**src/verilog/tg_reg_pkg.sv**
```systemverilog
// Timing generator register map
// APB addresses, CTRL and CFG bit positions and the STATUS field layout
package tg_reg_pkg;

   localparam int ADDR_W = 6;

   localparam logic [ADDR_W-1:0] ADDR_CTRL   = 6'h00;  // One-cycle command strobes
   localparam logic [ADDR_W-1:0] ADDR_CFG    = 6'h04;  // Level settings, read back
   localparam logic [ADDR_W-1:0] ADDR_TQUEUE = 6'h08;  // Burst word push
   localparam logic [ADDR_W-1:0] ADDR_STATUS = 6'h0C;

   // CTRL strobes
   localparam int CTRL_ARM   = 0;
   localparam int CTRL_TRIG  = 1;
   localparam int CTRL_ABORT = 2;
   localparam int CTRL_CLEAR = 3;
   localparam int CTRL_MRST  = 4;  // Measurement sequencer reset

   // CFG levels
   localparam int CFG_W       = 4;
   localparam int CFG_TG_EN   = 0;
   localparam int CFG_SRC_EN  = 1;
   localparam int CFG_CONT    = 2;
   localparam int CFG_MEAS_EN = 3;

   // STATUS fields
   localparam int STATUS_W      = 13;
   localparam int ST_DONE       = 0;
   localparam int ST_STATE_LSB  = 1;
   localparam int ST_STATE_W    = 4;
   localparam int ST_WORDS_LSB  = 5;
   localparam int ST_WORDS_W    = 5;
   localparam int ST_BURSTS_LSB = 10;
   localparam int ST_BURSTS_W   = 3;

endpackage

```
**src/verilog/tg_burst_pkg.sv**
```systemverilog
// Burst parameter layout of the timing generator
// Queue sizing, timer width and the field positions of the four burst words
package tg_burst_pkg;

   localparam int WORD_W          = 32;
   localparam int WORDS_PER_BURST = 4;
   localparam int QUEUE_DEPTH     = 16;
   localparam int PTR_W           = 5;   // Counts up to a full queue
   localparam int BCNT_W          = PTR_W - $clog2(WORDS_PER_BURST);

   localparam int TIME_W = 15;  // Delays and widths in 0.1 us ticks
   localparam int CNT_W  = 12;  // Pulse and conversion counts

   // Word 0
   localparam int NP_LSB    = 0;
   localparam int TC_LSB    = 12;
   localparam int POWER_LSB = 24;
   localparam int POWER_W   = 6;

   // Word 1
   localparam int TD_LSB = 0;   // Start delay
   localparam int TO_LSB = 16;  // Conversion offset into the pulse

   // Word 2
   localparam int TW_LSB = 0;   // Pulse width
   localparam int TF_LSB = 16;  // Gap between pulses

   // Word 3
   localparam int TK_LSB   = 0;   // First measured pulse
   localparam int TS_LSB   = 12;  // Pulses skipped between conversions
   localparam int FREQ_LSB = 24;
   localparam int FREQ_W   = 7;

endpackage

```
**src/verilog/tg_apb_regs.sv**
```systemverilog
// APB register slave of the timing generator
// Turns writes into command strobes, CFG levels and queue pushes
`timescale 1ns/1ps

module tg_apb_regs (
   input  logic                              clk,
   input  logic                              mrst,
   input  logic                              psel_i,
   input  logic                              penable_i,
   input  logic                              pwrite_i,
   input  logic [tg_reg_pkg::ADDR_W-1:0]     paddr_i,
   input  logic [31:0]                       pwdata_i,
   output logic [31:0]                       prdata_o,
   input  logic [tg_reg_pkg::STATUS_W-1:0]   status_i,
   output logic                              q_wr_o,
   output logic [31:0]                       q_wdata_o,
   output logic                              arm_o,
   output logic                              trig_o,
   output logic                              abort_o,
   output logic                              clear_o,
   output logic                              mrst_o,
   output logic                              tg_en_o,
   output logic                              src_en_o,
   output logic                              cont_o,
   output logic                              meas_en_o
);
   import tg_reg_pkg::*;

   logic [CFG_W-1:0] cfg;
   logic             wr_en;
   logic             wr_ctrl;
   logic             wr_queue;

   assign wr_en    = psel_i & penable_i & pwrite_i;  // Access cycle of a write
   assign wr_ctrl  = wr_en && (paddr_i == ADDR_CTRL);
   assign wr_queue = wr_en && (paddr_i == ADDR_TQUEUE);

   always_ff @(posedge clk) begin
      if (mrst) begin
         arm_o   <= 1'b0;
         trig_o  <= 1'b0;
         abort_o <= 1'b0;
         clear_o <= 1'b0;
         mrst_o  <= 1'b0;
         q_wr_o  <= 1'b0;
         cfg     <= '0;
      end else begin
         // Strobes fall again on the next cycle
         arm_o   <= wr_ctrl & pwdata_i[CTRL_ARM];
         trig_o  <= wr_ctrl & pwdata_i[CTRL_TRIG];
         abort_o <= wr_ctrl & pwdata_i[CTRL_ABORT];
         clear_o <= wr_ctrl & pwdata_i[CTRL_CLEAR];
         mrst_o  <= wr_ctrl & pwdata_i[CTRL_MRST];
         q_wr_o  <= wr_queue;
         if (wr_en && (paddr_i == ADDR_CFG))
            cfg <= pwdata_i[CFG_W-1:0];
      end
   end

   always_ff @(posedge clk)
      if (wr_queue)
         q_wdata_o <= pwdata_i;

   // Read data is ready by the access cycle
   always_ff @(posedge clk) begin
      if (psel_i && !penable_i && !pwrite_i) begin
         case (paddr_i)
            ADDR_CFG:    prdata_o <= 32'(cfg);
            ADDR_STATUS: prdata_o <= 32'(status_i);
            default:     prdata_o <= '0;
         endcase
      end
   end

   assign tg_en_o   = cfg[CFG_TG_EN];
   assign src_en_o  = cfg[CFG_SRC_EN];
   assign cont_o    = cfg[CFG_CONT];
   assign meas_en_o = cfg[CFG_MEAS_EN];

endmodule

```
**src/verilog/tg_burst_queue.sv**
```systemverilog
// Burst parameter queue, 16 words in distributed RAM
// Filled over APB, replayed from the start on every arm
`timescale 1ns/1ps

module tg_burst_queue (
   input  logic                              clk,
   input  logic                              mrst,
   input  logic                              clear_i,
   input  logic                              q_wr_i,
   input  logic [tg_burst_pkg::WORD_W-1:0]   q_wdata_i,
   input  logic                              q_rewind_i,
   input  logic                              q_pop_i,
   output logic [tg_burst_pkg::WORD_W-1:0]   q_rdata_o,
   output logic                              q_more_o,
   output logic [tg_burst_pkg::PTR_W-1:0]    words_o,
   output logic [tg_burst_pkg::BCNT_W-1:0]   bursts_left_o
);
   import tg_burst_pkg::*;

   logic [WORD_W-1:0] ram [QUEUE_DEPTH];
   logic [PTR_W-1:0]  wr_ptr;    // Doubles as the queued word count
   logic [PTR_W-2:0]  rd_ptr;
   logic [PTR_W-1:0]  play_cnt;  // Words not yet played back
   logic              full;

   assign full = (wr_ptr == PTR_W'(QUEUE_DEPTH));

   always_ff @(posedge clk)
      if (q_wr_i && !full)
         ram[wr_ptr[PTR_W-2:0]] <= q_wdata_i;

   always_ff @(posedge clk) begin
      if (mrst || clear_i)
         wr_ptr <= '0;
      else if (q_wr_i && !full)
         wr_ptr <= wr_ptr + 1'b1;  // Writes to a full queue are dropped
   end

   // ----------------------------------------------------------------------
   // Playback side
   // ----------------------------------------------------------------------
   always_ff @(posedge clk) begin
      if (mrst || clear_i) begin
         rd_ptr   <= '0;
         play_cnt <= '0;
      end else if (q_rewind_i) begin
         rd_ptr   <= '0;
         play_cnt <= wr_ptr;
      end else if (q_pop_i) begin
         rd_ptr   <= rd_ptr + 1'b1;
         play_cnt <= play_cnt - 1'b1;
      end
   end

   always_ff @(posedge clk)
      if (q_pop_i)
         q_rdata_o <= ram[rd_ptr];  // Word follows its pop by one cycle

   assign bursts_left_o = play_cnt[PTR_W-1 -: BCNT_W];  // Partial bursts do not count
   assign q_more_o      = (bursts_left_o != '0);
   assign words_o       = wr_ptr;

   // The sequencer only pops words of a burst it found complete
   a_pop_has_data: assert property (@(posedge clk) disable iff (mrst)
      q_pop_i |-> (play_cnt != '0));

endmodule

```
**src/verilog/tg_tick_timer.sv**
```systemverilog
// Prescaled down-counter of 0.1 us ticks
// done_o stays high while the count is zero
`timescale 1ns/1ps

module tg_tick_timer #(
   parameter int TICK_DIV = 10
) (
   input  logic                              clk,
   input  logic                              mrst,
   input  logic                              load_i,
   input  logic [tg_burst_pkg::TIME_W-1:0]   ticks_i,
   output logic                              done_o
);
   import tg_burst_pkg::*;

   localparam int PRE_W = $clog2(TICK_DIV + 1);

   logic [PRE_W-1:0]  pre;    // Clock cycles left in the current tick
   logic [TIME_W-1:0] count;

   always_ff @(posedge clk) begin
      if (mrst) begin
         pre   <= PRE_W'(TICK_DIV - 1);
         count <= '0;
      end else if (load_i) begin
         pre   <= PRE_W'(TICK_DIV - 1);  // Restart the prescaler with the count
         count <= ticks_i;
      end else if (count != '0) begin
         if (pre == '0) begin
            pre   <= PRE_W'(TICK_DIV - 1);
            count <= count - 1'b1;
         end else begin
            pre <= pre - 1'b1;
         end
      end
   end

   assign done_o = (count == '0);

   // Sequencers hold their load registers clear in reset
   a_no_load_in_reset: assert property (@(posedge clk) mrst |-> !load_i);

endmodule

```
**src/verilog/tg_pulse_seq.sv**
```systemverilog
// Pulse sequencer: arm, trigger, burst load and gated pulse generation
// Plays the queued bursts in order and re-arms in continuous mode
`timescale 1ns/1ps

module tg_pulse_seq #(
   parameter int TICK_DIV = 10
) (
   input  logic                              clk,
   input  logic                              mrst,
   input  logic                              arm_i,
   input  logic                              trig_i,
   input  logic                              ext_trig_i,
   input  logic                              abort_i,
   input  logic                              tg_en_i,
   input  logic                              src_en_i,
   input  logic                              cont_i,
   input  logic                              q_more_i,
   input  logic [tg_burst_pkg::WORD_W-1:0]   q_rdata_i,
   output logic                              q_rewind_o,
   output logic                              q_pop_o,
   output logic                              rf_gate_o,
   output logic                              pulse_o,
   output logic                              burst_ld_o,
   output logic [tg_burst_pkg::CNT_W-1:0]    tc_o,
   output logic [tg_burst_pkg::CNT_W-1:0]    tk_o,
   output logic [tg_burst_pkg::CNT_W-1:0]    ts_o,
   output logic [tg_burst_pkg::TIME_W-1:0]   to_o,
   output logic                              done_o,
   output logic [3:0]                        state_o
);
   import tg_burst_pkg::*;

   localparam int LD_W = $clog2(WORDS_PER_BURST) + 1;

   typedef enum logic [3:0] {
      S_IDLE, S_ARMED, S_NEXT, S_LOAD, S_START, S_OFF, S_ON
   } state_t;

   state_t            state;
   logic [WORD_W-1:0] bw [WORDS_PER_BURST];  // Words of the current burst
   logic [LD_W-1:0]   ld_cnt;
   logic [LD_W-2:0]   ld_idx;
   logic [CNT_W-1:0]  npulses;                // Pulses still to start
   logic              trig_q;
   logic              trig_rise;
   logic              tmr_load;
   logic [TIME_W-1:0] tmr_ticks;
   logic              tmr_done;
   logic              tmr_ready;

   assign trig_rise = (ext_trig_i | trig_i) & ~trig_q;
   assign tmr_ready = tmr_done & ~tmr_load;   // Count is stale in the load cycle
   assign ld_idx    = ld_cnt[LD_W-2:0] - 1'b1;

   always_ff @(posedge clk) begin
      if (mrst)
         trig_q <= 1'b0;
      else
         trig_q <= ext_trig_i | trig_i;
   end

   // Each popped word lands one cycle later
   always_ff @(posedge clk)
      if (state == S_LOAD && ld_cnt != '0)
         bw[ld_idx] <= q_rdata_i;

   // ----------------------------------------------------------------------
   // Sequencer FSM
   // ----------------------------------------------------------------------
   always_ff @(posedge clk) begin
      if (mrst || abort_i || !tg_en_i) begin
         state      <= S_IDLE;
         rf_gate_o  <= 1'b0;
         pulse_o    <= 1'b0;
         tmr_load   <= 1'b0;
         q_rewind_o <= 1'b0;
         done_o     <= 1'b0;
         ld_cnt     <= '0;
         npulses    <= '0;
      end else begin
         pulse_o    <= 1'b0;
         tmr_load   <= 1'b0;
         q_rewind_o <= 1'b0;
         case (state)
            S_IDLE: if (arm_i) begin
               q_rewind_o <= 1'b1;
               done_o     <= 1'b0;
               state      <= S_ARMED;
            end
            S_ARMED: if (trig_rise) begin  // Triggers outside this state are lost
               done_o <= 1'b0;
               state  <= S_NEXT;
            end
            S_NEXT: begin
               ld_cnt <= '0;
               if (q_more_i) begin
                  state <= S_LOAD;
               end else begin
                  done_o <= 1'b1;
                  if (cont_i) begin
                     q_rewind_o <= 1'b1;
                     state      <= S_ARMED;
                  end else begin
                     state <= S_IDLE;
                  end
               end
            end
            S_LOAD: begin
               ld_cnt <= ld_cnt + 1'b1;
               if (ld_cnt == LD_W'(WORDS_PER_BURST))
                  state <= S_START;
            end
            S_START: begin
               if (bw[0][NP_LSB +: CNT_W] == '0 || bw[2][TW_LSB +: TIME_W] == '0) begin
                  state <= S_NEXT;    // Empty burst
               end else begin
                  npulses   <= bw[0][NP_LSB +: CNT_W];
                  tmr_ticks <= bw[1][TD_LSB +: TIME_W];
                  tmr_load  <= 1'b1;
                  state     <= S_OFF;
               end
            end
            S_OFF: if (tmr_ready) begin
               rf_gate_o <= src_en_i;
               pulse_o   <= 1'b1;
               npulses   <= npulses - 1'b1;
               tmr_ticks <= bw[2][TW_LSB +: TIME_W];
               tmr_load  <= 1'b1;
               state     <= S_ON;
            end
            S_ON: if (tmr_ready) begin
               rf_gate_o <= 1'b0;
               if (npulses == '0) begin
                  state <= S_NEXT;
               end else begin
                  tmr_ticks <= bw[2][TF_LSB +: TIME_W];
                  tmr_load  <= 1'b1;
                  state     <= S_OFF;
               end
            end
            default: state <= S_IDLE;
         endcase
      end
   end

   assign q_pop_o    = (state == S_LOAD) && (ld_cnt < LD_W'(WORDS_PER_BURST));
   assign burst_ld_o = (state == S_START);
   assign tc_o       = bw[0][TC_LSB +: CNT_W];
   assign to_o       = bw[1][TO_LSB +: TIME_W];
   assign tk_o       = bw[3][TK_LSB +: CNT_W];
   assign ts_o       = bw[3][TS_LSB +: CNT_W];
   assign state_o    = state;

   tg_tick_timer #(.TICK_DIV(TICK_DIV)) u_timer (
      .clk     (clk),
      .mrst    (mrst),
      .load_i  (tmr_load),
      .ticks_i (tmr_ticks),
      .done_o  (tmr_done)
   );

   a_gate_only_on: assert property (@(posedge clk) disable iff (mrst)
      rf_gate_o |-> (state == S_ON));

endmodule

```
**src/verilog/tg_meas_seq.sv**
```systemverilog
// Measurement sequencer
// Picks pulses by start and skip counts and times the conversion strobe
`timescale 1ns/1ps

module tg_meas_seq #(
   parameter int TICK_DIV = 10
) (
   input  logic                              clk,
   input  logic                              mrst,
   input  logic                              mrst_i,
   input  logic                              meas_en_i,
   input  logic                              abort_i,
   input  logic                              burst_ld_i,
   input  logic                              pulse_i,
   input  logic [tg_burst_pkg::CNT_W-1:0]    tc_i,
   input  logic [tg_burst_pkg::CNT_W-1:0]    tk_i,
   input  logic [tg_burst_pkg::CNT_W-1:0]    ts_i,
   input  logic [tg_burst_pkg::TIME_W-1:0]   to_i,
   output logic                              conv_o
);
   import tg_burst_pkg::*;

   typedef enum logic [1:0] {M_IDLE, M_PULSE, M_WAIT} mstate_t;

   mstate_t           state;
   logic [CNT_W-1:0]  nconv;   // Conversions left in this burst
   logic [CNT_W-1:0]  nskip;   // Pulses to pass before the next one
   logic [CNT_W-1:0]  ts_q;
   logic [TIME_W-1:0] to_q;
   logic              tmr_load;
   logic [TIME_W-1:0] tmr_ticks;
   logic              tmr_done;

   always_ff @(posedge clk) begin
      if (mrst || mrst_i || abort_i || !meas_en_i) begin
         state    <= M_IDLE;
         conv_o   <= 1'b0;
         tmr_load <= 1'b0;
         nconv    <= '0;
         nskip    <= '0;
      end else begin
         conv_o   <= 1'b0;
         tmr_load <= 1'b0;
         if (burst_ld_i) begin
            // New burst restarts the schedule
            nconv <= tc_i;
            nskip <= tk_i;
            ts_q  <= ts_i;
            to_q  <= to_i;
            state <= (tc_i != '0) ? M_PULSE : M_IDLE;
         end else begin
            case (state)
               M_PULSE: if (pulse_i) begin
                  if (nskip == '0) begin
                     tmr_ticks <= to_q;
                     tmr_load  <= 1'b1;
                     state     <= M_WAIT;
                  end else begin
                     nskip <= nskip - 1'b1;
                  end
               end
               M_WAIT: if (tmr_done && !tmr_load) begin
                  conv_o <= 1'b1;
                  nconv  <= nconv - 1'b1;
                  nskip  <= ts_q;
                  state  <= (nconv == CNT_W'(1)) ? M_IDLE : M_PULSE;
               end
               default: state <= M_IDLE;
            endcase
         end
      end
   end

   tg_tick_timer #(.TICK_DIV(TICK_DIV)) u_timer (
      .clk     (clk),
      .mrst    (mrst),
      .load_i  (tmr_load),
      .ticks_i (tmr_ticks),
      .done_o  (tmr_done)
   );

   // One strobe per selected pulse, never stretched
   a_conv_one_cycle: assert property (@(posedge clk) disable iff (mrst)
      conv_o |=> !conv_o);

endmodule

```
**src/verilog/tg_top.sv**
```systemverilog
// Timing generator top level
// Register block, burst queue, pulse sequencer and measurement sequencer
`timescale 1ns/1ps

module tg_top #(
   parameter int TICK_DIV = 10
) (
   input  logic                              clk,
   input  logic                              mrst,
   input  logic                              psel_i,
   input  logic                              penable_i,
   input  logic                              pwrite_i,
   input  logic [tg_reg_pkg::ADDR_W-1:0]     paddr_i,
   input  logic [31:0]                       pwdata_i,
   output logic [31:0]                       prdata_o,
   input  logic                              ext_trig_i,
   output logic                              rf_gate_o,
   output logic                              conv_o
);
   import tg_reg_pkg::*;
   import tg_burst_pkg::*;

   logic                q_wr;
   logic [WORD_W-1:0]   q_wdata;
   logic                arm;
   logic                trig;
   logic                abort;
   logic                clear;
   logic                meas_rst;
   logic                tg_en;
   logic                src_en;
   logic                cont;
   logic                meas_en;
   logic                q_rewind;
   logic                q_pop;
   logic [WORD_W-1:0]   q_rdata;
   logic                q_more;
   logic [PTR_W-1:0]    words;
   logic [BCNT_W-1:0]   bursts_left;
   logic                pulse;
   logic                burst_ld;
   logic [CNT_W-1:0]    tc;
   logic [CNT_W-1:0]    tk;
   logic [CNT_W-1:0]    ts;
   logic [TIME_W-1:0]   to;
   logic                done;
   logic [3:0]          seq_state;
   logic [STATUS_W-1:0] status;

   // --------------------------------------------------------------------
   // STATUS word
   // --------------------------------------------------------------------
   always_comb begin
      status = '0;
      status[ST_DONE]                        = done;
      status[ST_STATE_LSB +: ST_STATE_W]     = seq_state;
      status[ST_WORDS_LSB +: ST_WORDS_W]     = words;
      status[ST_BURSTS_LSB +: ST_BURSTS_W]   = bursts_left;
   end

   tg_apb_regs u_regs (
      .clk (clk), .mrst (mrst),
      .psel_i (psel_i), .penable_i (penable_i), .pwrite_i (pwrite_i),
      .paddr_i (paddr_i), .pwdata_i (pwdata_i), .prdata_o (prdata_o),
      .status_i (status), .q_wr_o (q_wr), .q_wdata_o (q_wdata),
      .arm_o (arm), .trig_o (trig), .abort_o (abort), .clear_o (clear),
      .mrst_o (meas_rst), .tg_en_o (tg_en), .src_en_o (src_en),
      .cont_o (cont), .meas_en_o (meas_en)
   );

   tg_burst_queue u_queue (
      .clk (clk), .mrst (mrst), .clear_i (clear),
      .q_wr_i (q_wr), .q_wdata_i (q_wdata),
      .q_rewind_i (q_rewind), .q_pop_i (q_pop), .q_rdata_o (q_rdata),
      .q_more_o (q_more), .words_o (words), .bursts_left_o (bursts_left)
   );

   tg_pulse_seq #(.TICK_DIV(TICK_DIV)) u_pulse (
      .clk (clk), .mrst (mrst),
      .arm_i (arm), .trig_i (trig), .ext_trig_i (ext_trig_i), .abort_i (abort),
      .tg_en_i (tg_en), .src_en_i (src_en), .cont_i (cont),
      .q_more_i (q_more), .q_rdata_i (q_rdata),
      .q_rewind_o (q_rewind), .q_pop_o (q_pop),
      .rf_gate_o (rf_gate_o), .pulse_o (pulse), .burst_ld_o (burst_ld),
      .tc_o (tc), .tk_o (tk), .ts_o (ts), .to_o (to),
      .done_o (done), .state_o (seq_state)
   );

   tg_meas_seq #(.TICK_DIV(TICK_DIV)) u_meas (
      .clk (clk), .mrst (mrst),
      .mrst_i (meas_rst), .meas_en_i (meas_en), .abort_i (abort),
      .burst_ld_i (burst_ld), .pulse_i (pulse),
      .tc_i (tc), .tk_i (tk), .ts_i (ts), .to_i (to),
      .conv_o (conv_o)
   );

endmodule

```
**config.mk**
```make
export PLATFORM = sky130hd
export DESIGN_NAME = tg_top
export DESIGN_NICKNAME = d
export VERILOG_FILES = /design/src/verilog/tg_reg_pkg.sv /design/src/verilog/tg_burst_pkg.sv /design/src/verilog/tg_apb_regs.sv /design/src/verilog/tg_burst_queue.sv /design/src/verilog/tg_tick_timer.sv /design/src/verilog/tg_pulse_seq.sv /design/src/verilog/tg_meas_seq.sv /design/src/verilog/tg_top.sv
export SDC_FILE = /design/constraint.sdc
export NUM_CORES = 1
export LEC_CHECK = 0
export ABC_AREA = 1
export BUFFER_PORTS_ARGS = -buffer_cell sky130_fd_sc_hd__buf_2
export CORE_UTILIZATION = 45
export DETAILED_ROUTE_END_ITERATION = 12
export GPL_TIMING_DRIVEN = 0
export SYNTH_ARGS = -nofsm -noshare
export SYNTH_HDL_FRONTEND = slang
export SYNTH_SLANG_ARGS = --single-unit
```
**constraint.sdc**
```tcl
create_clock -name clk -period 4.2 [get_ports clk]
set_input_delay 0.84 -clock clk [delete_from_list [all_inputs] [get_ports clk]]
set_output_delay 0.84 -clock clk [all_outputs]
set_load 0.05 [all_outputs]
```
* After elaboration in Yosys (flattened, before gate mapping)
Memories as Yosys holds them, arrays and structs flattened. A register that Yosys moved wholly into a read port is not among the register bits.
Index checks and enable logic that the tools add are counted.
** Storage, ports and cells
- Register bits after elaboration :: 236
- Word-level logic and storage cells :: 229
- Input bits :: 44
- Memory bits (writable) :: 640
- Memories kept :: 2
** Operators by class
- Bitwise gates (word level) :: 19
- Muxes and demuxes :: 67
- Magnitude comparators :: 1
- Reductions and logical operators :: 68
- Eq/ne operators :: 26
- Add/sub/neg operators :: 12
** Memories
- u_queue.ram :: words 16, width 32, read ports 1, clocked after memory_dff 1, wr ports 1, RTL line tg_burst_queue.sv:20 : logic [WORD_W-1:0] ram [QUEUE_DEPTH];
- u_pulse.bw :: words 4, width 32, read ports 4, clocked after memory_dff 0, wr ports 1, RTL line tg_pulse_seq.sv:40 : logic [WORD_W-1:0] bw [WORDS_PER_BURST];
** Operators with widths (count)
- two-way mux 15 bit :: 10
- two-way mux 12 bit :: 9
- one-hot mux 12 bit (2 select lines) :: 2
- zero test 15 bit :: 3
- one-hot mux 15 bit (3 select lines) :: 1
- zero test 12 bit :: 3
- subtractor 12 x 1 -> 12 bit (second input constant) :: 3
- two-way mux 4 bit :: 8
- nonzero test 15 bit :: 2
- subtractor 15 x 1 -> 15 bit (second input constant) :: 2
- one-hot mux 4 bit (7 select lines) :: 1
- one-hot mux 13 bit (2 select lines) :: 1
- two-way mux 1 bit :: 21
- nonzero test 2 bit :: 10
- nonzero test 3 bit :: 5
- == test 12 x 1 -> 1 bit (second input constant) :: 1
- == test 4 x 3 -> 1 bit (second input constant) :: 3
- == test 6 x 4 -> 1 bit (second input constant) :: 2
- zero test 4 bit :: 3
- nonzero test 12 bit :: 1
- two-way mux 5 bit :: 2
- inequality test 2 bit (second input constant) :: 5
- AND reduction 5 bit :: 2
- AND 1 bit :: 9
- 36 further kinds :: 84

* Longest topological paths before layout
Gate-level depths: netlist of the first run.
- Depth after elaboration :: 5
- Gate-level depth with buffers :: 12
- Gate-level depth less buffers :: 12

* By module
Synthesis of the first run repeated with hierarchy kept, for this count alone.
** Second synthesis, totals
- Cells, all modules :: 3704
- Area total of the unflattened synthesis :: 37766.2 um^2
** Modules (own cells, without submodules)
- tg_burst_queue :: cells an instance 2243, area an instance 23877.9 um^2, instances 1
- tg_pulse_seq :: cells an instance 497, area an instance 5896.9 um^2, instances 1
- tg_meas_seq :: cells an instance 360, area an instance 3180.6 um^2, instances 1
- tg_tick_timer :: cells an instance 221, area an instance 1337.5 um^2, instances 2
- tg_apb_regs :: cells an instance 162, area an instance 2135.8 um^2, instances 1

* Worst setup path before layout of the first run
OpenSTA, ideal clock, no wires.
- Kind :: input -> register
- Start point :: in paddr_i[1] (netlist bit)
- End point :: reg u_regs.q_wdata_o[0], enable pin
- Arrival :: 3.420 ns
- Slack :: 0.322 ns
- Cell stages on the path :: 5
- Path buffers :: 0
- Path through :: nor2_1 > inv_1 > nor3_1 > inv_1 > nor3_1
** On the way
- Cells in the longest elaborated chain, start to end :: 2
** RTL lines
- start, declared :: RTL line tg_top.sv:13 : input logic [tg_reg_pkg::ADDR_W-1:0] paddr_i,
- == test 6 x 4 -> 1 bit :: RTL line tg_apb_regs.sv:36 : assign wr_queue = wr_en && (paddr_i == ADDR_TQUEUE);
- logical AND 1 bit :: RTL line tg_apb_regs.sv:36
- named net u_regs.wr_queue :: RTL line tg_apb_regs.sv:32 : logic wr_queue;
- end signal, assigned :: RTL line tg_apb_regs.sv:62 : q_wdata_o <= pwdata_i;
- end, declared :: RTL line tg_apb_regs.sv:16 : output logic [31:0] q_wdata_o,
The timed path passes the listed nets, and every way through them passes these cells.
A chain may end at the register's enable or synchronous reset.

* Worst setup path in the final report of the first run
- Start point :: reg u_pulse.tmr_load
- End point :: reg u_pulse.tmr_ticks[4], enable pin
** On the way
- Cells in the longest elaborated chain, start to end :: 4
- Elaborated cells between the ends (all ways) :: 5
** RTL lines
- start, declared :: RTL line tg_pulse_seq.sv:46 : logic tmr_load;
- start signal, assigned :: RTL line tg_pulse_seq.sv:75 : tmr_load <= 1'b0;
- start signal, assigned :: RTL line tg_pulse_seq.sv:82 : tmr_load <= 1'b0;
- start signal, assigned :: RTL line tg_pulse_seq.sv:119 : tmr_load <= 1'b1;
- NOT 1 bit * :: RTL line tg_pulse_seq.sv:52 : assign tmr_ready = tmr_done & ~tmr_load;
- AND 1 bit * :: RTL line tg_pulse_seq.sv:52
- inequality test 2 x 1 -> 1 bit (no line)
- AND reduction 6 bit (no line) *
- end signal, assigned :: RTL line tg_pulse_seq.sv:118 : tmr_ticks <= bw[1][TD_LSB +: TIME_W];
- end signal, assigned :: RTL line tg_pulse_seq.sv:127 : tmr_ticks <= bw[2][TW_LSB +: TIME_W];
- end signal, assigned :: RTL line tg_pulse_seq.sv:136 : tmr_ticks <= bw[2][TF_LSB +: TIME_W];
- end, declared :: RTL line tg_pulse_seq.sv:47 : logic [TIME_W-1:0] tmr_ticks;
Every way passes the cells marked *; elsewhere a longest branch is shown, timed or not.

==> impl_metrics.yaml, run 1 <==
finish:
  drive_gt1_share_pct: 11.46
  fillers: 6345
  area_growth_pct: 14.12
  stdcell_count: 3972
  final_nets: 2994
  num_antenna_cells: 0
  fin_area_um2: 38980
logic_synthesis:
  ys_ff_latch: 849
  yosys_warnings: 0
  async_flop_share_pct: 0
  synth.distinct_cells: 52
  synth_edf_count: 735
  seq_area_frac_synth_pct: 71.29
  yosys.area.top_type: "edfxtp_1"
  post_synth.cell_area_avg_um2: 12.46
  syn-instance-count: 2741
  ys_top_cells_by_area: "edfxtp_1, dfxtp_1, nand2_1"
  synth_top_area_share_pct: 64.61
  syn_area_um2: 34160
  ys.flop_type: "edfxtp_1"
floorplan:
  die_h_um: 277.5
  initial_utilization_pct: 45.66
  rows: 100
  die_w_um: 277.5
  io_pins: 78
  die_area_um2: 77020
  core_um2: 74820
clocking:
  cts.reportedPaths.clkPinSlew_ns: 0.06
  cts_buffers: 90
  ctsResizeCount: 0
  clock_sinks: 849
  holdBufCountCts: 0
  root_buffer: "clkbuf_16"
  clock_latency_ns: 0.65
  cts_max_level: 3
  clk_path_buf_depth: 3
  post_cts_buffers: 0
  cts_tree: "yes"
critical_path:
  path_max_fanout: 15
  r2r-end: "u_pulse.tmr_ticks[4]$_DFFE_PP_"
  crit_arrival_ns: 2.95
  ff2ff_setup_slack_ns: 1.50
  worst_r2r_startpoint: "u_pulse.tmr_load$_SDFF_PP0_"
  critPathLaunch: "u_pulse.tmr_load$_SDFF_PP0_"
  reg2regPathDepth: 6
  crit_path_end: "u_pulse.tmr_ticks[4]$_DFFE_PP_"
  cp-end-kind: "flop"
  start_kind: "flop"
  cp_data_required_time_ns: 4.45
  critPathKind: "flop to flop"
global_route:
  globalRouteTotalUtil_pct: 23.48
  grt_max_degree: 36
  antenna_found_initial: 4
  overflow: 0
  grt_pass1_wl_um: 135200
  grt_pass1_vias: 21690
power:
  leakagePower_nw: 13.33
  ir_worst_vdd_v: 0.0003355
  p_clk_share_pct: 45.6
  swShare_pct: 19.83
  net-switching-power_mw: 3.338
  p_per_area_nw_per_um2: 431.9
  p_int_mw: 13.50
  p_comb_share_pct: 0.7
  pwr-share-seq_pct: 53.7
timing:
  worst_pin_slew_ns: 1.081
  slew_headroom_pct: 27.68
  rsz0062_at_grt: "false"
  hold_viol_final: 0
  whs_ns: 0.3652
  fmax_mhz: 370.5
  fin_skew_ns: 0.02110
  fin_crit_sh_pct: 64.27
  setup_violations: 0
  slew_viol_final: 0
  fin_ws_ns: 1.501
  fin_crit_ns: 2.699
place:
  dp_hpwl_um: 61270
  place_inst: 3804
  gp_congestion: 0.8632
  pre_cts_slack_ns: 0.9780
  io_buffers: 55
  placed_cell_area_um2: 36100
status:
  status: "finished, final reports clean"
drt:
  viasPerCell: 5.523
  drc: 0
  dr.pass1.iters: 5
  ant_nets: 0
  drt_iter0_drc: 2054
  finalWirelength_um: 90680
  wl_per_cell_um: 22.83
  via_count: 21940
hold_path:
  hp-class: "input port to flop"
job:
  cap_violations: 0
-- cells by family (layout without fill, tap and decap cells) --
group                    after synthesis  count (layout)  synth area share, %
AND/OR/NAND/NOR                      988             988                12.07
flip-flops                           849             849                71.29
AO/OA/AOI/OAI                        448             448                8.168
buffers and inverters                299             542                3.817
multiplexers                         109             109                3.194
XOR/XNOR                              25              25               0.6410
adder cells (fa/ha/maj)               22              22               0.8058
other                                  1              20              0.01098
-- state kept, by name (all words and copies together), names as in the netlist, 4 cells and up --
name                   count
u_regs.prdata_o           12
u_meas.to_q               15
u_meas.nskip              12
u_regs.cfg                 4
u_meas.u_timer.count      15
u_regs.q_wdata_o          31
u_queue.q_rdata_o         31
u_pulse.u_timer.count     15
u_meas.u_timer.pre         4
u_pulse.bw               108
u_queue.words_o            5
u_meas.nconv              12
u_pulse.npulses           12
u_meas.ts_q               12
u_pulse.u_timer.pre        4
u_meas.tmr_ticks          15
u_queue.play_cnt           5
u_pulse.tmr_ticks         15
u_queue.ram              496
u_queue.rd_ptr             4
-- worst min-delay path by stage --
stage	to	cells past startpoint	from	slack [ns]
after floorplan	u_meas.tmr_ticks[0]$_DFFE_PP_	0	u_meas.to_q[0]$_DFFE_PP_	0.40
after global placement	u_meas.to_q[5]$_DFFE_PP_	0	u_pulse.bw[1][21]$_DFFE_PP_	0.40
after detailed placement	u_meas.to_q[0]$_DFFE_PP_	0	u_pulse.bw[1][16]$_DFFE_PP_	0.40
after CTS	u_regs.q_wdata_o[26]$_DFFE_PP_	1	pwdata_i[26]	0.34
after global routing	u_regs.q_wdata_o[26]$_DFFE_PP_	1	pwdata_i[26]	0.35
final	u_regs.q_wdata_o[26]$_DFFE_PP_	1	pwdata_i[26]	0.37
-- cell usage in the layout, fill, tap and decap left out, types with 9 or more instances in the layout --
cell type	instances
edfxtp_1	735
nand3_1	126
nor2_1	375
inv_2	30
a31oi_1	12
clkinv_1	17
nor2_2	12
clkbuf_16	93
buf_4	31
buf_1	9
buf_2	87
dfxtp_1	114
xor2_1	17
o22ai_1	23
conb_1	20
o211ai_1	40
ha_1	22
nand4_1	11
o21ai_0	210
inv_1	127
o221ai_1	92
a21oi_1	51
clkbuf_1	91
buf_12	11
nor3_1	22
nand2_1	403
clkinv_2	12
mux2i_1	109
-- layout make-up --
cell class,count,area [um^2],share of cell area (%)
Multi-Input combinational cell,1612,8607,22.08
Clock buffer,121,2452,6.291
Sequential cell,849,24350,62.47
Buffer,140,704.4,1.807
Timing Repair Buffer,76,655.6,1.682
Inverter,159,599.3,1.537
Clock inverter,46,399.1,1.024
Tap cell,969,1212,3.110
-- worst max-delay path, cell delays in order, from the launching register on --
cell	delay (ns)
dfxtp_1	0.29
buf_2	0.15
inv_1	0.09
clkbuf_1	0.47
nand2_2	0.23
o21a_1	0.26
nor2_1	0.82
-- synthesized netlist by cell type, types with 9 or more instances --
cell type	number
buf_4	31
nor2_1	380
nor3_1	24
inv_2	14
nand3_1	126
buf_2	32
o21ai_0	210
a21oi_1	51
o221ai_1	92
inv_1	143
nand4_1	11
xor2_1	17
edfxtp_1	735
dfxtp_1	114
o211ai_1	40
mux2i_1	109
buf_1	9
clkbuf_1	65
ha_1	22
nand2_1	403
a31oi_1	12
o22ai_1	23
-- power groups by stage --
stage | Clock (mW) | Sequential [mW] | Combinational [mW]
global placement | 0 | 9.22 | 0.118
floorplan | 0 | 9.23 | 0.0723
finish | 7.67 | 9.04 | 0.120
global route | 8.06 | 9.04 | 0.127
CTS | 7.77 | 9.04 | 0.120
detailed placement | 0 | 9.22 | 0.120
-- per-layer routing --
metal | share of wire, % | GRT usage [%] | vias up | routed length, um
met5 | 0.036 | 0 | - | 33
met4 | 3.4 | 8.519 | 4 | 3045
met3 | 6.4 | 3.799 | 193 | 5799
met2 | 49 | 40.27 | 820 | 44710
met1 | 41 | 30.01 | 10710 | 37090
li1 | - | - | 10210 | -
-- metrics by stage --
stage	TNS (ns)	power [mW]	util, %
after floorplan	0	9.299	-
after global placement	-70.77	9.338	47.74
after detailed placement	0	9.340	48.25
after CTS	0	16.93	52.07
after global routing	0	17.22	52.10
final	0	16.84	52.10
No activity file was read; power rests on OpenSTA's default activity.
==> run 2: changes to the inputs <==
==> constraint.sdc (replaced) <==
create_clock -name clk -period 2.3 [get_ports clk]
set_input_delay 0.46 -clock clk [delete_from_list [all_inputs] [get_ports clk]]
set_output_delay 0.46 -clock clk [all_outputs]
set_load 0.05 [all_outputs]
==> impl_metrics.yaml, run 2 (same netlist as run 1, synthesis figures left out) <==
finish:
  area_growth_pct: 15.52
  largest_reg_flops: 496
  fillers: 6388
  final_nets: 3020
  stdcell_count: 3993
  finalCoreUtilization_pct: 52.74
  final_common_cell: "edfxtp_1"
  layout_common_cells: "edfxtp_1, nand2_1, nor2_1"
  drive_gt1_share_pct: 12.93
floorplan:
  initial_utilization_pct: 45.66
  io_pins: 78
  die_area_um2: 77020
  rows: 100
  die_w_um: 277.5
  core_um2: 74820
  die_h_um: 277.5
critical_path:
  start_kind: "flop"
  cp_cell_sequence: "inv_1 > ha_1 > nand3_1 > nand2_2 > nor2_1 > nand2_1 > inv_4 > buf_12"
  crit_arrival_ns: 2.61
  cp_slowest_cell: "dfxtp_1"
  cp-end-kind: "flop"
  r2r-end: "u_queue.ram[1][17]$_DFFE_PP_"
  path_max_fanout: 18
  cpPeakStageDelay_ns: 0.40
  reg2regPathDepth: 8
  ff2ff_setup_slack_ns: 0.02
  cp_data_required_time_ns: 2.63
  worst_r2r_startpoint: "u_queue.words_o[0]$_SDFFE_PP0P_"
  critPathKind: "flop to flop"
timing:
  fmax_mhz: 437.9
  whs_ns: 0.04656
  slew_viol_final: 0
  fin_skew_ns: 0.02102
  hold_viol_final: 0
  fin_crit_sh_pct: 99.28
  fin_crit_ns: 2.283
  fin_ws_ns: 0.01663
  slew_headroom_pct: 39.07
  worst_pin_slew_ns: 0.9100
  rsz0062_at_grt: "true"
  setup_violations: 0
global_route:
  grt_pass1_wl_um: 134500
  overflow: 0
  globalRouteTotalUtil_pct: 23.55
  grt_max_degree: 32
  grt_pass1_vias: 21610
  antenna_found_initial: 0
power:
  p_clk_share_pct: 45.5
  p_per_area_nw_per_um2: 779.0
  ir_worst_vdd_v: 0.0006747
  finalPower_mw: 30.74
  net-switching-power_mw: 5.998
  p_comb_share_pct: 0.8
  leakagePower_nw: 13.54
  pwr-share-seq_pct: 53.7
  swShare_pct: 19.51
  p_int_mw: 24.74
drt:
  viasPerCell: 5.545
  finalWirelength_um: 91110
  drc: 0
  dr.pass1.iters: 5
  via_count: 22140
  drt_iter0_drc: 2242
  wl_per_cell_um: 22.82
  ant_nets: 0
clocking:
  clock_sinks: 849
  cts.reportedPaths.clkPinSlew_ns: 0.06
  clk_path_buf_depth: 3
  clock_latency_ns: 0.64
  cts_buffers: 87
  root_buffer: "clkbuf_16"
  cts_tree: "yes"
  cts_max_level: 3
place:
  pre_cts_slack_ns: -1.061
  dp_hpwl_um: 60780
  io_buffers: 55
  place_inst: 3801
  gp_congestion: 0.8636
hold_path:
  whs_path_depth: 1
  hp-class: "input port to flop"
  whs_endpoint: "u_regs.q_wdata_o[0]$_DFFE_PP_"
  hp-start: "pwdata_i[0]"
job:
  cap_violations: 0
status:
  status: "finished, final reports clean"
[run 2: layer usage]
| layer | vias up | global-route usage (%) | part of all wire (%) |
|---|---|---|---|
| li1 | 10250 | - | - |
| met1 | 10750 | 29.87 | 40 |
| met2 | 927 | 39.72 | 48 |
| met3 | 223 | 4.093 | 7.0 |
| met4 | 0 | 10.11 | 4.2 |
| met5 | - | 0 | 0 |
[run 2: cell type report]
class	instances	area [um^2]	share of cell area, %
Sequential cell	849	24350	61.72
Inverter	159	648.1	1.642
Clock inverter	39	410.4	1.040
Buffer	140	797.0	2.020
Antenna cell	1	2.502	0.006342
Tap cell	969	1212	3.072
Timing Repair Buffer	102	920.9	2.334
Multi-Input combinational cell	1614	8697	22.04
Clock buffer	119	2411	6.110
Timing Repair inverter	1	7.507	0.01902
[run 2: critical path, delay by kind of cell (launching register included)]
family,cells,cell delay (ns)
adders and majority gates,1,0.24
DFF,1,0.40
buffers and inverters,3,0.62
and+or+nand+nor,4,0.68
[run 2: worst max path at each step]
stage	startpoint	to	slack, ns	cells past startpoint
after global routing	u_queue.words_o[0]$_SDFFE_PP0P_	u_queue.ram[1][9]$_DFFE_PP_	-0.09	8
after floorplan	u_pulse.state_o[2]$_SDFFE_PP0P_	u_pulse.bw[1][0]$_DFFE_PP_	-0.29	5
after CTS	u_pulse.state_o[2]$_SDFFE_PP0P_	u_pulse.bw[2][16]$_DFFE_PP_	-0.1	6
final	u_queue.words_o[0]$_SDFFE_PP0P_	u_queue.ram[1][17]$_DFFE_PP_	0.02	8
after global placement	u_pulse.state_o[2]$_SDFFE_PP0P_	u_pulse.bw[1][21]$_DFFE_PP_	-1.08	5
after detailed placement	mrst	u_meas.nconv[5]$_SDFFE_PP0P_	-1.06	6
[run 2: per-stage QoR]
step                      instance area [um^2]  setup TNS, ns
after floorplan                          34250         -18.57
after global placement                   35740        -509.60
after detailed placement                 36110         -86.04
after CTS                                39330         -3.311
after global routing                     39460         -9.182
final                                    39460              0
[run 2: power groups by stage]
stage	combinational [mW]	clock, mW	sequential, mW
detailed placement	0.220	0	16.8
floorplan	0.133	0	16.9
global placement	0.217	0	16.8
global route	0.270	14.7	16.5
finish	0.254	14.0	16.5
CTS	0.255	14.2	16.5
[run 2: what timing repair did]
action                     4_1_cts  5_1_grt
cloned                           3        0
pin swaps                        3        1
hold buffers                    26        0
buffers inserted                 3        1
gates resized for setup         39       61
hold endpoints to repair        26        0
setup endpoints to repair      466      462
==> run 3: changes to the inputs <==
==> constraint.sdc (replaced) <==
create_clock -name clk -period 2 [get_ports clk]
set_input_delay 0.4 -clock clk [delete_from_list [all_inputs] [get_ports clk]]
set_output_delay 0.4 -clock clk [all_outputs]
set_load 0.05 [all_outputs]
==> impl_metrics.yaml, run 3 (same netlist as run 1, synthesis figures left out) <==
drt:
  drc: 0
  via_count: 22970
  drt_iter0_drc: 2743
  viasPerCell: 5.607
  finalWirelength_um: 97710
  ant_nets: 0
  wl_per_cell_um: 23.85
  dr.pass1.iters: 5
clocking:
  clock_sinks: 849
  cts_max_level: 3
  cts.reportedPaths.clkPinSlew_ns: 0.07
  clock_latency_ns: 0.66
  clk_path_buf_depth: 3
  cts_buffers: 88
  root_buffer: "clkbuf_16"
  cts_tree: "yes"
power:
  pwr-share-seq_pct: 53.3
  ir_worst_vdd_v: 0.0007872
  p_int_mw: 28.39
  leakagePower_nw: 14.24
  p_comb_share_pct: 0.8
  p_per_area_nw_per_um2: 864.3
  swShare_pct: 20.23
  net-switching-power_mw: 7.202
  p_clk_share_pct: 45.8
floorplan:
  die_h_um: 277.5
  initial_utilization_pct: 45.66
  io_pins: 78
  die_area_um2: 77020
  core_um2: 74820
  die_w_um: 277.5
  rows: 100
hold_path:
  hp-class: "input port to flop"
  hp-start: "pwdata_i[4]"
  whs_path_depth: 1
  whs_endpoint: "u_regs.q_wdata_o[4]$_DFFE_PP_"
critical_path:
  path_max_fanout: 10
  cp-end-kind: "flop"
  cp_data_required_time_ns: 2.36
  critPathKind: "flop to flop"
  crit_arrival_ns: 2.38
  start_kind: "flop"
  reg2regPathDepth: 6
  worst_r2r_startpoint: "u_queue.rd_ptr[1]$_SDFFE_PP0P_"
  ff2ff_setup_slack_ns: -0.02
  r2r-end: "u_queue.q_rdata_o[4]$_DFFE_PP_"
finish:
  num_antenna_cells: 0
  final_nets: 3121
  drive_gt1_share_pct: 18.22
  final_common_cell: "edfxtp_1"
  largest_reg_flops: 496
  multiInputGateArea_um2: 9069
  fillers: 6117
  area_growth_pct: 20.57
  fin_area_um2: 41190
  finalCoreUtilization_pct: 55.05
  layout_common_cells: "edfxtp_1, nand2_1, nor2_1"
  seqCellArea_um2: 24360
timing:
  slew_headroom_pct: 40.15
  hold_viol_final: 0
  worst_pin_slew_ns: 0.8939
  fmax_mhz: 494.7
  slew_viol_final: 0
  fin_ws_ns: -0.02144
  fin_crit_ns: 2.021
  fin_skew_ns: 0.02851
  fin_crit_sh_pct: 101.1
  setup_violations: 2
place:
  gp_congestion: 0.8524
  io_buffers: 55
  dp_hpwl_um: 58670
  placed_cell_area_um2: 35890
global_route:
  overflow: 0
  globalRouteTotalUtil_pct: 24.99
  antenna_found_initial: 3
  grt_max_degree: 18
  grt_pass1_vias: 22070
  grt_pass1_wl_um: 141900
status:
  violations: "negative setup slack"
  status: "finished with violations"
job:
  cap_violations: 0
run 3: worst max-delay path: stages, from the launching register on:
cell	delay (ns)
dfxtp_1	0.35
buf_2	0.23
clkbuf_4	0.23
clkbuf_8	0.21
o22ai_1	0.12
o211ai_1	0.44
nand2_1	0.12
run 3: cell type report:
| cell class | count | area share (%) |
|---|---|---|
| timing repair inverter | 17 | 0.3099 |
| inverter | 159 | 1.637 |
| buffer | 138 | 2.263 |
| sequential | 849 | 59.16 |
| timing repair buffer | 184 | 4.645 |
| clock buffer | 112 | 5.690 |
| multi-input combinational | 1618 | 22.02 |
| clock inverter | 51 | 1.334 |
| tap | 969 | 2.944 |
run 3: worst max-delay path by stage:
stage                                      endpoint                            start  cells after the start  slack, ns
finish               u_queue.q_rdata_o[4]$_DFFE_PP_   u_queue.rd_ptr[1]$_SDFFE_PP0P_                      6      -0.02
CTS                 u_queue.q_rdata_o[25]$_DFFE_PP_   u_queue.rd_ptr[0]$_SDFFE_PP0P_                      9    -0.0002
global placement      u_regs.q_wdata_o[6]$_DFFE_PP_                       paddr_i[1]                      6      -0.99
detailed placement      u_pulse.bw[0][15]$_DFFE_PP_  u_pulse.state_o[2]$_SDFFE_PP0P_                      5      -0.76
global route        u_pulse.tmr_ticks[12]$_DFFE_PP_  u_pulse.state_o[0]$_SDFFE_PP0P_                      7      -0.01
floorplan                u_pulse.bw[1][0]$_DFFE_PP_  u_pulse.state_o[2]$_SDFFE_PP0P_                      5      -0.19
run 3: power by group through the flow:
stage / Clock [mW] / Sequential (mW) / Combinational (mW)
detailed placement: 0 / 19.4 / 0.253
floorplan: 0 / 19.4 / 0.154
finish: 16.3 / 19.0 / 0.302
global route: 17.2 / 19.0 / 0.320
global placement: 0 / 19.4 / 0.251
CTS: 16.5 / 19.0 / 0.301
run 3: repair_timing:
item,in CTS,in global routing
setup endpoints to repair,758,674
setup buffers,71,20
resized for setup,166,91
endpoints found under the hold margin,35,0
pin swaps,23,20
gates cloned,24,4
hold buffers,31,0
run 3: stage by stage:
stage,cells,hold WS (ns),TNS (ns),power [mW],setup WS (ns)
finish,4097,0.05149,-0.03099,35.60,-0.02144
global route,4097,0.008673,-0.1650,36.49,-0.01350
CTS,4075,0.004684,-0.0001947,35.79,-0.0001947
detailed placement,3786,0.4045,-467.41,19.62,-0.7643
global placement,3784,0.4043,-465.68,19.61,-0.9896
floorplan,2760,0.4003,-12.80,19.53,-0.1886
run 3: routing by layer:
| layer | vias to the layer above | track usage [%] | wire length [um] | part of all wire (%) |
|---|---|---|---|---|
| li1 | 10480 | - | - | - |
| met1 | 11290 | 31.94 | 38980 | 40 |
| met2 | 976 | 41.86 | 47480 | 49 |
| met3 | 230 | 4.599 | 7267 | 7.4 |
| met4 | 0 | 10.28 | 3987 | 4.1 |
| met5 | - | 0 | 0 | 0 |
